--- config.mk ---
export PLATFORM = sky130hd
export DESIGN_NAME = FpAdder
export DESIGN_NICKNAME = d
export VERILOG_FILES = /design/src/fpConstPkg.sv /design/src/fpTypesPkg.sv /design/src/fpbus.sv /design/src/sumBus.sv /design/src/OperandCapture.sv /design/src/Alignment.sv /design/src/SignificandAdder.sv /design/src/ResultPacker.sv /design/src/FpAdder.sv
export SDC_FILE = /design/constraint.sdc
export NUM_CORES = 1
export LEC_CHECK = 0
export BUFFER_PORTS_ARGS = -buffer_cell sky130_fd_sc_hd__buf_4
export CORE_AREA = 2 2 165 247
export CTS_CLUSTER_SIZE = 8
export DETAILED_ROUTE_END_ITERATION = 7
export DIE_AREA = 0 0 167 249
export PLACE_DENSITY = 0.83
export RECOVER_POWER = 50
export REMOVE_ABC_BUFFERS = 1
export SLEW_MARGIN = 20
export SYNTH_ARGS = -nofsm -noshare
export SYNTH_HDL_FRONTEND = slang
export SYNTH_SLANG_ARGS = --single-unit
--- constraint.sdc ---
create_clock -name clk -period 12.2 [get_ports clk]
set_input_delay 3.66 -clock clk [delete_from_list [all_inputs] [get_ports clk]]
set_output_delay 3.66 -clock clk [all_outputs]
set_load 0.03 [all_outputs]
--- src/fpConstPkg.sv ---
// Format constants for IEEE 754 single precision, imported by the stages that need them
package fpConstPkg;

    // Field widths of the single word
    localparam int EXP_WIDTH = 8;
    localparam int FRAC_WIDTH = 23;

    localparam int EXP_BIAS = 2**(EXP_WIDTH - 1) - 1;

    // All-ones exponent marks infinity or NaN
    localparam logic [EXP_WIDTH-1:0] EXP_SPECIAL = EXP_WIDTH'(2 * EXP_BIAS + 1);

    // Canonical quiet NaN, 7FC00000
    localparam logic [EXP_WIDTH+FRAC_WIDTH:0] QNAN_WORD = {
        1'b0,
        EXP_SPECIAL,
        1'b1,
        {(FRAC_WIDTH - 1){1'b0}}
    };

    // Past this exponent difference every bit of the smaller significand lands in sticky
    localparam int SHIFT_LIMIT = FRAC_WIDTH + 3;

endpackage

--- src/fpTypesPkg.sv ---
// Vector types of the adder datapath, imported by every stage, interface and the top level
package fpTypesPkg;

    import fpConstPkg::*;

    // Packed single word, sign then exponent then fraction
    typedef logic [EXP_WIDTH+FRAC_WIDTH:0] floatWordT;

    // Biased exponent field
    typedef logic [EXP_WIDTH-1:0] exponentT;

    // Stored fraction without the leading bit
    typedef logic [FRAC_WIDTH-1:0] fractionT;

    // Significand with its implicit or explicit leading bit
    typedef logic [FRAC_WIDTH:0] significandT;

    // Raw magnitude sum, one bit wider for the carry
    typedef logic [FRAC_WIDTH+1:0] sumT;

endpackage

--- src/fpbus.sv ---
`timescale 1ns/100ps
// Operand fields and aligned significands passed from capture through alignment to the adder
interface fpbus
    import fpTypesPkg::*;
();

    logic capturedValid;

    // Captured operand fields
    logic signA;
    exponentT exponentA;
    fractionT mantissaA;
    logic signB;
    exponentT exponentB;
    fractionT mantissaB;

    // Alignment results
    significandT alignedMantissaA;
    significandT alignedMantissaB;
    exponentT exponentOut;
    logic guardBit;
    logic roundBit;
    logic stickyBit;

    modport capture (
        output capturedValid, signA, exponentA, mantissaA, signB, exponentB, mantissaB
    );

    modport align (
        input exponentA, mantissaA, exponentB, mantissaB,
        output alignedMantissaA, alignedMantissaB, exponentOut, guardBit, roundBit, stickyBit
    );

    modport adder (
        input capturedValid, signA, signB, alignedMantissaA, alignedMantissaB, exponentOut,
        input guardBit, roundBit, stickyBit
    );

endinterface

--- src/sumBus.sv ---
`timescale 1ns/100ps
// Normalized sum and special-case flags passed from the adder stage to the result packer
interface sumBus
    import fpTypesPkg::*;
();

    logic sumValid;
    logic resultSign;
    exponentT normExponent;
    significandT normSignificand;

    // Bits below the significand, used for rounding
    logic guardBit;
    logic roundBit;
    logic stickyBit;

    logic isNaN;
    logic isInf;
    logic isZero;

    modport adder (
        output sumValid, resultSign, normExponent, normSignificand,
        output guardBit, roundBit, stickyBit, isNaN, isInf, isZero
    );

    modport packer (
        input sumValid, resultSign, normExponent, normSignificand,
        input guardBit, roundBit, stickyBit, isNaN, isInf, isZero
    );

endinterface

--- src/OperandCapture.sv ---
`timescale 1ns/100ps
// Input register stage, loads both operand words on the strobe and splits them into fields
module OperandCapture
    import fpTypesPkg::*;
(
    input  logic clk,
    input  logic rst,
    input  logic inValid,
    input  floatWordT operandA,
    input  floatWordT operandB,
    fpbus.capture bus
);

    floatWordT wordA;
    floatWordT wordB;

    // Strobe delayed by one cycle
    always_ff @(posedge clk)
    begin
        if (rst)
            bus.capturedValid <= 1'b0;
        else
            bus.capturedValid <= inValid;
    end

    // Operand words only change when a new pair arrives
    always_ff @(posedge clk)
    begin
        if (inValid)
        begin
            wordA <= operandA;
            wordB <= operandB;
        end
    end

    // Sign, exponent and fraction fields
    assign {bus.signA, bus.exponentA, bus.mantissaA} = wordA;
    assign {bus.signB, bus.exponentB, bus.mantissaB} = wordB;

endmodule

--- src/Alignment.sv ---
`timescale 1ns/100ps
// Exponent compare and right shift of the smaller significand, feeding the adder stage
module Alignment
    import fpTypesPkg::*, fpConstPkg::*;
(
    fpbus.align bus
);

    exponentT exponentDiff;
    logic [FRAC_WIDTH+2:0] extendedA;
    logic [FRAC_WIDTH+2:0] extendedB;

    // Shift right with guard and round in the low two bits, sticky appended below them
    function automatic logic [FRAC_WIDTH+3:0] shiftOut(
        input logic [FRAC_WIDTH+2:0] extended,
        input exponentT distance
    );
        logic [FRAC_WIDTH+2:0] shifted;
        logic [FRAC_WIDTH+2:0] mask;
        logic sticky;
        shifted = extended >> distance;
        mask = ~({(FRAC_WIDTH + 3){1'b1}} << distance);
        if (distance > SHIFT_LIMIT)
            sticky = |extended;
        else
            sticky = |(extended & mask);
        return {shifted, sticky};
    endfunction

    always_comb
    begin
        // Leading one only for normal operands, two spare bits for guard and round
        extendedA = {bus.exponentA != '0, bus.mantissaA, 2'b00};
        extendedB = {bus.exponentB != '0, bus.mantissaB, 2'b00};

        exponentDiff = '0;
        {bus.guardBit, bus.roundBit, bus.stickyBit} = 3'b000;
        bus.alignedMantissaA = extendedA[FRAC_WIDTH+2:2];
        bus.alignedMantissaB = extendedB[FRAC_WIDTH+2:2];
        bus.exponentOut = bus.exponentA;

        if (bus.exponentA == EXP_SPECIAL || bus.exponentB == EXP_SPECIAL)
        begin
            // Infinity or NaN loses its leading one so the adder can tell it apart
            bus.exponentOut = EXP_SPECIAL;
            bus.alignedMantissaA = {bus.exponentA != EXP_SPECIAL, bus.mantissaA};
            bus.alignedMantissaB = {bus.exponentB != EXP_SPECIAL, bus.mantissaB};
        end
        else if (bus.exponentA == '0 && bus.exponentB == '0)
        begin
            // Both zero or subnormal, nothing to shift
            bus.exponentOut = '0;
        end
        else if (bus.exponentA == '0)
        begin
            // Subnormal A sits at an effective exponent of one
            bus.exponentOut = bus.exponentB;
            exponentDiff = bus.exponentB - 1'b1;
            {bus.alignedMantissaA, bus.guardBit, bus.roundBit, bus.stickyBit} =
                shiftOut(extendedA, exponentDiff);
        end
        else if (bus.exponentB == '0)
        begin
            bus.exponentOut = bus.exponentA;
            exponentDiff = bus.exponentA - 1'b1;
            {bus.alignedMantissaB, bus.guardBit, bus.roundBit, bus.stickyBit} =
                shiftOut(extendedB, exponentDiff);
        end
        else if (bus.exponentA > bus.exponentB)
        begin
            bus.exponentOut = bus.exponentA;
            exponentDiff = bus.exponentA - bus.exponentB;
            {bus.alignedMantissaB, bus.guardBit, bus.roundBit, bus.stickyBit} =
                shiftOut(extendedB, exponentDiff);
        end
        else if (bus.exponentB > bus.exponentA)
        begin
            bus.exponentOut = bus.exponentB;
            exponentDiff = bus.exponentB - bus.exponentA;
            {bus.alignedMantissaA, bus.guardBit, bus.roundBit, bus.stickyBit} =
                shiftOut(extendedA, exponentDiff);
        end
        // Equal exponents keep the defaults above
    end

endmodule

--- src/SignificandAdder.sv ---
`timescale 1ns/100ps
// Adds or subtracts the aligned significands, normalizes the sum and flags special results
module SignificandAdder
    import fpTypesPkg::*, fpConstPkg::*;
(
    fpbus.adder align,
    sumBus.adder sum
);

    logic aGreater;
    logic aSpecial;
    logic bSpecial;
    logic found;
    significandT largeSig;
    significandT smallSig;
    exponentT effExponent;
    sumT rawSum;
    logic [2:0] rawLow;
    logic [FRAC_WIDTH+3:0] magnitude;
    logic [FRAC_WIDTH+3:0] normalized;
    logic [4:0] leadZeros;

    assign sum.sumValid = align.capturedValid;

    always_comb
    begin
        // The shifted operand is always the smaller one and owns guard, round and sticky
        aGreater = align.alignedMantissaA >= align.alignedMantissaB;
        largeSig = aGreater ? align.alignedMantissaA : align.alignedMantissaB;
        smallSig = aGreater ? align.alignedMantissaB : align.alignedMantissaA;

        if (align.signA == align.signB)
            {rawSum, rawLow} = {1'b0, largeSig, 3'b000}
                + {1'b0, smallSig, align.guardBit, align.roundBit, align.stickyBit};
        else
            {rawSum, rawLow} = {1'b0, largeSig, 3'b000}
                - {1'b0, smallSig, align.guardBit, align.roundBit, align.stickyBit};

        // Leading one search below the carry bit
        magnitude = {rawSum[FRAC_WIDTH:0], rawLow};
        leadZeros = '0;
        found = 1'b0;
        for (int i = FRAC_WIDTH + 3; i >= 0; i--)
        begin
            if (!found && magnitude[i])
            begin
                found = 1'b1;
                leadZeros = 5'(FRAC_WIDTH + 3 - i);
            end
        end
        normalized = magnitude << leadZeros;

        // Subnormal-only sums still count from exponent one
        effExponent = (align.exponentOut == '0) ? exponentT'(1) : align.exponentOut;

        aSpecial = !align.alignedMantissaA[FRAC_WIDTH];
        bSpecial = !align.alignedMantissaB[FRAC_WIDTH];

        sum.resultSign = aGreater ? align.signA : align.signB;
        sum.normExponent = effExponent - exponentT'(leadZeros);
        {sum.normSignificand, sum.guardBit, sum.roundBit, sum.stickyBit} = normalized;
        sum.isNaN = 1'b0;
        sum.isInf = 1'b0;
        sum.isZero = 1'b0;

        if (align.exponentOut == EXP_SPECIAL)
        begin
            // Nonzero fraction without a leading one is a NaN
            sum.isNaN = (aSpecial && align.alignedMantissaA[FRAC_WIDTH-1:0] != '0)
                || (bSpecial && align.alignedMantissaB[FRAC_WIDTH-1:0] != '0)
                || (aSpecial && bSpecial && align.signA != align.signB);
            sum.isInf = !sum.isNaN;
            sum.resultSign = aSpecial ? align.signA : align.signB;
        end
        else if (rawSum[FRAC_WIDTH+1])
        begin
            // Carry out, one step right
            sum.normExponent = effExponent + 1'b1;
            sum.normSignificand = rawSum[FRAC_WIDTH+1:1];
            sum.guardBit = rawSum[0];
            sum.roundBit = rawLow[2];
            sum.stickyBit = |rawLow[1:0];
        end
        else if (magnitude == '0)
        begin
            // Negative only when both operands are negative zeros
            sum.isZero = 1'b1;
            sum.resultSign = align.signA & align.signB;
        end
        else if (effExponent <= exponentT'(leadZeros))
        begin
            sum.isZero = 1'b1;
        end
    end

endmodule

--- src/ResultPacker.sv ---
`timescale 1ns/100ps
// Rounds to nearest even, packs the result word and registers it with the output pulse
module ResultPacker
    import fpTypesPkg::*, fpConstPkg::*;
(
    input  logic clk,
    input  logic rst,
    sumBus.packer sum,
    output logic outValid,
    output floatWordT result
);

    logic roundUp;
    sumT roundedSig;
    logic [EXP_WIDTH:0] finalExp;
    fractionT finalFrac;
    floatWordT nextWord;

    always_comb
    begin
        // Ties go to the even significand
        roundUp = sum.guardBit & (sum.roundBit | sum.stickyBit | sum.normSignificand[0]);
        roundedSig = {1'b0, sum.normSignificand} + sumT'(roundUp);

        // Rounding carry renormalizes by one place
        finalExp = {1'b0, sum.normExponent} + roundedSig[FRAC_WIDTH+1];
        if (roundedSig[FRAC_WIDTH+1])
            finalFrac = roundedSig[FRAC_WIDTH:1];
        else
            finalFrac = roundedSig[FRAC_WIDTH-1:0];

        if (sum.isNaN)
            nextWord = QNAN_WORD;
        else if (sum.isInf)
            nextWord = {sum.resultSign, EXP_SPECIAL, fractionT'(0)};
        else if (sum.isZero)
            nextWord = {sum.resultSign, exponentT'(0), fractionT'(0)};
        else if (finalExp >= EXP_SPECIAL)
            // Overflow saturates to infinity
            nextWord = {sum.resultSign, EXP_SPECIAL, fractionT'(0)};
        else
            nextWord = {sum.resultSign, finalExp[EXP_WIDTH-1:0], finalFrac};
    end

    always_ff @(posedge clk)
    begin
        if (rst)
        begin
            outValid <= 1'b0;
            result <= '0;
        end
        else
        begin
            outValid <= sum.sumValid;
            // Result holds until the next valid sum
            if (sum.sumValid)
                result <= nextWord;
        end
    end

endmodule

--- src/FpAdder.sv ---
`timescale 1ns/100ps
// Top level of the single precision adder, result appears two clocks after the input strobe
module FpAdder
    import fpTypesPkg::*;
(
    input  logic clk,
    input  logic rst,
    input  logic inValid,
    input  floatWordT operandA,
    input  floatWordT operandB,
    output logic outValid,
    output floatWordT result
);

    fpbus operandBus();
    sumBus resultBus();

    OperandCapture OperandCapture_inst (
        .clk(clk),
        .rst(rst),
        .inValid(inValid),
        .operandA(operandA),
        .operandB(operandB),
        .bus(operandBus.capture)
    );

    Alignment Alignment_inst (
        .bus(operandBus.align)
    );

    SignificandAdder SignificandAdder_inst (
        .align(operandBus.adder),
        .sum(resultBus.adder)
    );

    ResultPacker ResultPacker_inst (
        .clk(clk),
        .rst(rst),
        .sum(resultBus.packer),
        .outValid(outValid),
        .result(result)
    );

endmodule

==> results.md, run 1 <==
* Status: aborted with a tool error
* Last stage: global routing (5_1_grt)
* Err: [ERROR GRT-0232] Routing congestion too high. Check the congestion heatmap in the GUI.
* Post-synth EDFFs at between 60 and 70
* IO Count at 100
* Hpwl dp at between 80000 and 90000 µm
* CTS root buf: clkbuf_16
* Cells after synthesis at around 3.2k
* Largest net degree at the start of global routing at 66
* H-tree Lvls at 3
* Die boundary height at roughly 250 µm
* Synth Register Bits at roughly 100
* Rows at 89
* Placed cell area at between 0.02 and 0.03 mm²
* Syn_area_per_cell at 7.28 µm²
* Overall global routing resource usage at 0.635
* Async S/R FF share, synth at 0
* Synth cell types at approximately 130
* Synth Flop Type: edfxtp_1
* Yosys warning total at 0
* CTS max path bufs at 2
* Port Buf Inserts at between 90 and 100
* Sink Count at about 100
* CTS buffer count at 9
* GRT overflow at 6
* Sequential area share after synthesis at 0.113
* Initial core utilization at 0.584
* Synthesized cell area at around 0.023 mm²
* Gpl congestion at 1.41
* Die Span X at between 150 and 200 µm
-- per-layer routing --
layer  GRT overflow  track usage
met5              0        0.207
met4              2        0.633
met3              1        0.492
met2              2        0.819
met1              1        0.605
-- metrics by stage --
step	setup WS [ns]	std cells
CTS	0.0101	4008
detailed placement	-0.717	3986
global placement	-0.261	3986
floorplan	-4.23	2881
-- cell usage after synthesis, types with 56 or more instances --
| cell | n | share of area |
|---|---|---|
| a21oi_1 | 205 | 0.045 |
| a31oi_1 | 60 | 0.016 |
| buf_2 | 71 | 0.015 |
| clkbuf_1 | 133 | 0.022 |
| edfxtp_1 | 64 | 0.084 |
| ha_1 | 84 | 0.046 |
| inv_1 | 99 | 0.016 |
| mux2i_1 | 110 | 0.048 |
| mux4_2 | 56 | 0.055 |
| nand2_1 | 289 | 0.047 |
| nand3_1 | 118 | 0.026 |
| nand4_1 | 82 | 0.022 |
| nor2_1 | 276 | 0.045 |
| nor3_1 | 114 | 0.025 |
| o211ai_1 | 60 | 0.020 |
| o21ai_0 | 184 | 0.040 |
-- what timing repair did --
action	4_1_cts
pin swaps	6
gates cloned	0
endpoints found under the setup margin	23
buffers inserted	6
hold buffers	0
resized for setup	18
-- kinds of logic after synthesis --
logic type / count (synthesis) / synth area share
and+or+nand+nor: 1229 / 0.278
buffers and inverters: 382 / 0.0754
muxes: 201 / 0.120
adders and majority gates: 90 / 0.0502
DFF: 98 / 0.113
xor gates and xnor gates: 65 / 0.0255
AOI/OAI and AO/OA: 1088 / 0.337
==> inputs of run 2 (changes only) <==
CORE_AREA = 2 2 243 245   (was 2 2 165 247)
CTS_CLUSTER_SIZE = default   (was 8)
DIE_AREA = 0 0 245 247   (was 0 0 167 249)
PLACE_DENSITY = default   (was 0.83)
PLACE_DENSITY_LB_ADDON = 0.15   (was default)
clock period = 15.9 ns   (was 12.2 ns; I/O delays follow)
==> run 2 against run 1 <==
Net effect: the flow now finishes, with violations (max-capacitance violations, max-slew violations); area after synthesis unchanged; synthesized cell count unchanged.
==> results.md, run 2 <==
* Hold Path Class: reg -> reg
* Required @ worst endpoint at roughly 16 ns
* Syn_area_per_cell at just over 7 µm²
* Cell depth of the worst setup path at between 40 and 50
* Slowest stage delay, CP at 1.03 ns
* Gpl congestion at ~1.0
* CTS buffer count at 9
* Skew final at ~0.014 ns
* Fillers at around 6k
* Most common cell after layout, fill and taps aside: nand2_1
* Power per cell area at 176 mW/mm²
* Overall global routing resource usage at 0.397
* Crit path time final at approximately 15 ns
* Post-route DRC at 0
* Data arrival, critical path at approximately 15 ns
* Most frequent cell after synthesis: nand2_1
* Seq pwr share at 0.087
* Core area at 0.0582 mm²
* Vias in the first global route at around 26k
* R2r worst-path depth at just under 50
* Post-Route WL at 124000 µm
* Worst Setup Path Type: reg -> reg
* Cells after synthesis at 3153
* Relative slew margins at -1.64
* Largest net degree at the start of global routing at 66
* Clock power share at 0.060
* Final-report hold violation count at 0
* Die Span X at roughly 250 µm
* Worst Path Buf+Inv at 6
* Setup violations, final at 0
* Core Util, Final at 0.431
* Clock transition at path regs at 0.09 ns
* Worst VDD drop at ~110 µV
* Net Sw Frac at 0.614
* Diodes inserted at 0
* Seq. cell area at roughly 0.0026 mm²
* Design area at 0.0251 mm²
* Final nets at 3318
* CTS root buf: clkbuf_16
* Die area at 0.0605 mm²
* DR vias/cell at 7.20
* Placed cell area at about 0.025 mm²
* Sequential area share after synthesis at 0.113
* Cell accounting for the most synthesized area: edfxtp_1
* Worst-Margin Slew at a little under 4 ns
* Yosys warning total at 0
* First-iteration detailed-routing DRC count at roughly 3.8k
* Synth Register Bits at 98
* Commonest cells post-synth: nand2_1, nor2_1, a21oi_1
* Initial core utilization at 0.394
* Max Slew Vio Count at between 60 and 70
* Area growth syn-to-layout at 9.47%
* CP max FO at 17
* Failing checks: max-capacitance violations, max-slew violations
* Worst setup EP type: flip-flop
* Max stage delay cell, worst path: fa_4
* Setup TNS at 0 ns
* Hpwl dp at roughly 95000 µm
* Port Buf Inserts at 99
* Max Clk Rate at approximately 0.066 GHz
* H-tree Lvls at 3
* RSZ-0062 raised after global routing: false
* Sink Count at 98
* Initial antenna violation count at 2
* Pre-antenna DRT Iters at 6
* Synthesized cell area at about 0.023 mm²
* Fraction of final layout cells sized beyond drive strength 1 at 0.162
* Lkg Pwr at slightly above 9 nW
* Commonest cells after routing, fill and taps aside: nand2_1, nor2_1, a21oi_1
* Max cap viols at 1
* CTS max path bufs at 2
* CTS tree: built
* Status: complete, but fails checks
* IO Count at 100
* Async S/R FF share, synth at 0
* Antenna Nets Post-Route at 0
* Top flop regs: OperandCapture_inst.wordA: 32 flops, OperandCapture_inst.wordB: 32 flops, ResultPacker_inst.result: 32 flops
* Multi-input gate area at 0.0188 mm²
* Final period util at 0.950
* Die boundary height at approximately 250 µm
* First-pass GRT wire length at between 150000 and 200000 µm
* CP most frequent cell: buf_4
* Routed length per instance at approximately 31 µm
* Vias at 28.4k
* Clk_lat worst skew at approximately 0.42 ns
* Synth area leaders: edfxtp_1, mux4_2, mux2i_1
* Synth Flop Type: edfxtp_1
* Crit path launch type: flip-flop
* Internal power at around 1.7 mW
* GRT overflow at 0
* Top delay family on crit path: simple AND/OR/NAND/NOR gates
* Comb pwr share at 0.854
* Post-synth EDFFs at 64
* Hold path cells at 2
* Synth cell types at 126
* Post-synth top area share at 0.0838
* Rows at 89
* Switch Pwr at 2.71 mW
## run 2: cell counts after synthesis
No cell type changed its count.
## run 2: logic make-up after synthesis
family,Yosys count,synth area share
buf+inv,382,0.0754
fa+ha+maj,90,0.0502
mux,201,0.120
xor+xnor,65,0.0255
flops,98,0.113
simple gates,1229,0.278
compound gates,1088,0.337
## run 2: layout make-up
type | instances | area share
Clock buffer | 9 | 0.00897
Clock inverter | 7 | 0.00369
Inverter | 110 | 0.0165
Multi-Input combinational cell | 2673 | 0.747
Tap cell | 773 | 0.0385
Timing Repair Buffer | 271 | 0.0813
Sequential cell | 98 | 0.104
## run 2: timing repair
item | 4_1_cts | 5_1_grt
endpoints found under the setup margin | 0 | 18
setup buffers | 0 | 8
resized for setup | 0 | 9
hold buffers | 0 | 0
## run 2: metrics by stage
step	hold slack, ns	instances	worst slack [ns]	power [mW]
3_5_place_dp	0.456	3916	0.513	3.99
3_3_place_gp	0.456	3915	0.749	4.03
5_1_grt	0.489	3941	0.159	4.63
4_1_cts	0.468	3932	0.459	4.27
2_1_floorplan	0.554	2881	-0.528	2.64
6_report	0.464	3941	0.794	4.41
## run 2: power by group through the flow
stage / sequential, mW / clock [mW] / combinational, mW
4_1_cts: 0.381 / 0.270 / 3.62
3_3_place_gp: 0.385 / 0 / 3.65
2_1_floorplan: 0.410 / 0 / 2.23
5_1_grt: 0.385 / 0.276 / 3.97
3_5_place_dp: 0.387 / 0 / 3.60
6_report: 0.382 / 0.263 / 3.77
## run 2: tightest hold or removal path, cell delays in order (launching register included)
cell and delay (ns):
dfxtp_1 0.32, nand2_1 0.05, o21ai_1 0.05
## run 2: metal layers
layer / track usage / routed length, µm / up-vias
met3: 0.0817 / 12900 / 443
met5: 0 / 27 / -
met4: 0.207 / 7520 / 4
met2: 0.622 / 54500 / 2035
li1: - / - / 12300
met1: 0.512 / 48900 / 13600
## run 2: worst paths after layout
path | start | end | slack, ns
max | OperandCapture_inst.wordB[23] | ResultPacker_inst.result[6] | 0.79
min | ResultPacker_inst.result[0] | ResultPacker_inst.result[0] | 0.46
max reg2reg | OperandCapture_inst.wordB[23] | ResultPacker_inst.result[6] | 0.79
min reg2reg | ResultPacker_inst.result[0] | ResultPacker_inst.result[0] | 0.46
Note: power is estimated with default switching activity, not from simulation.
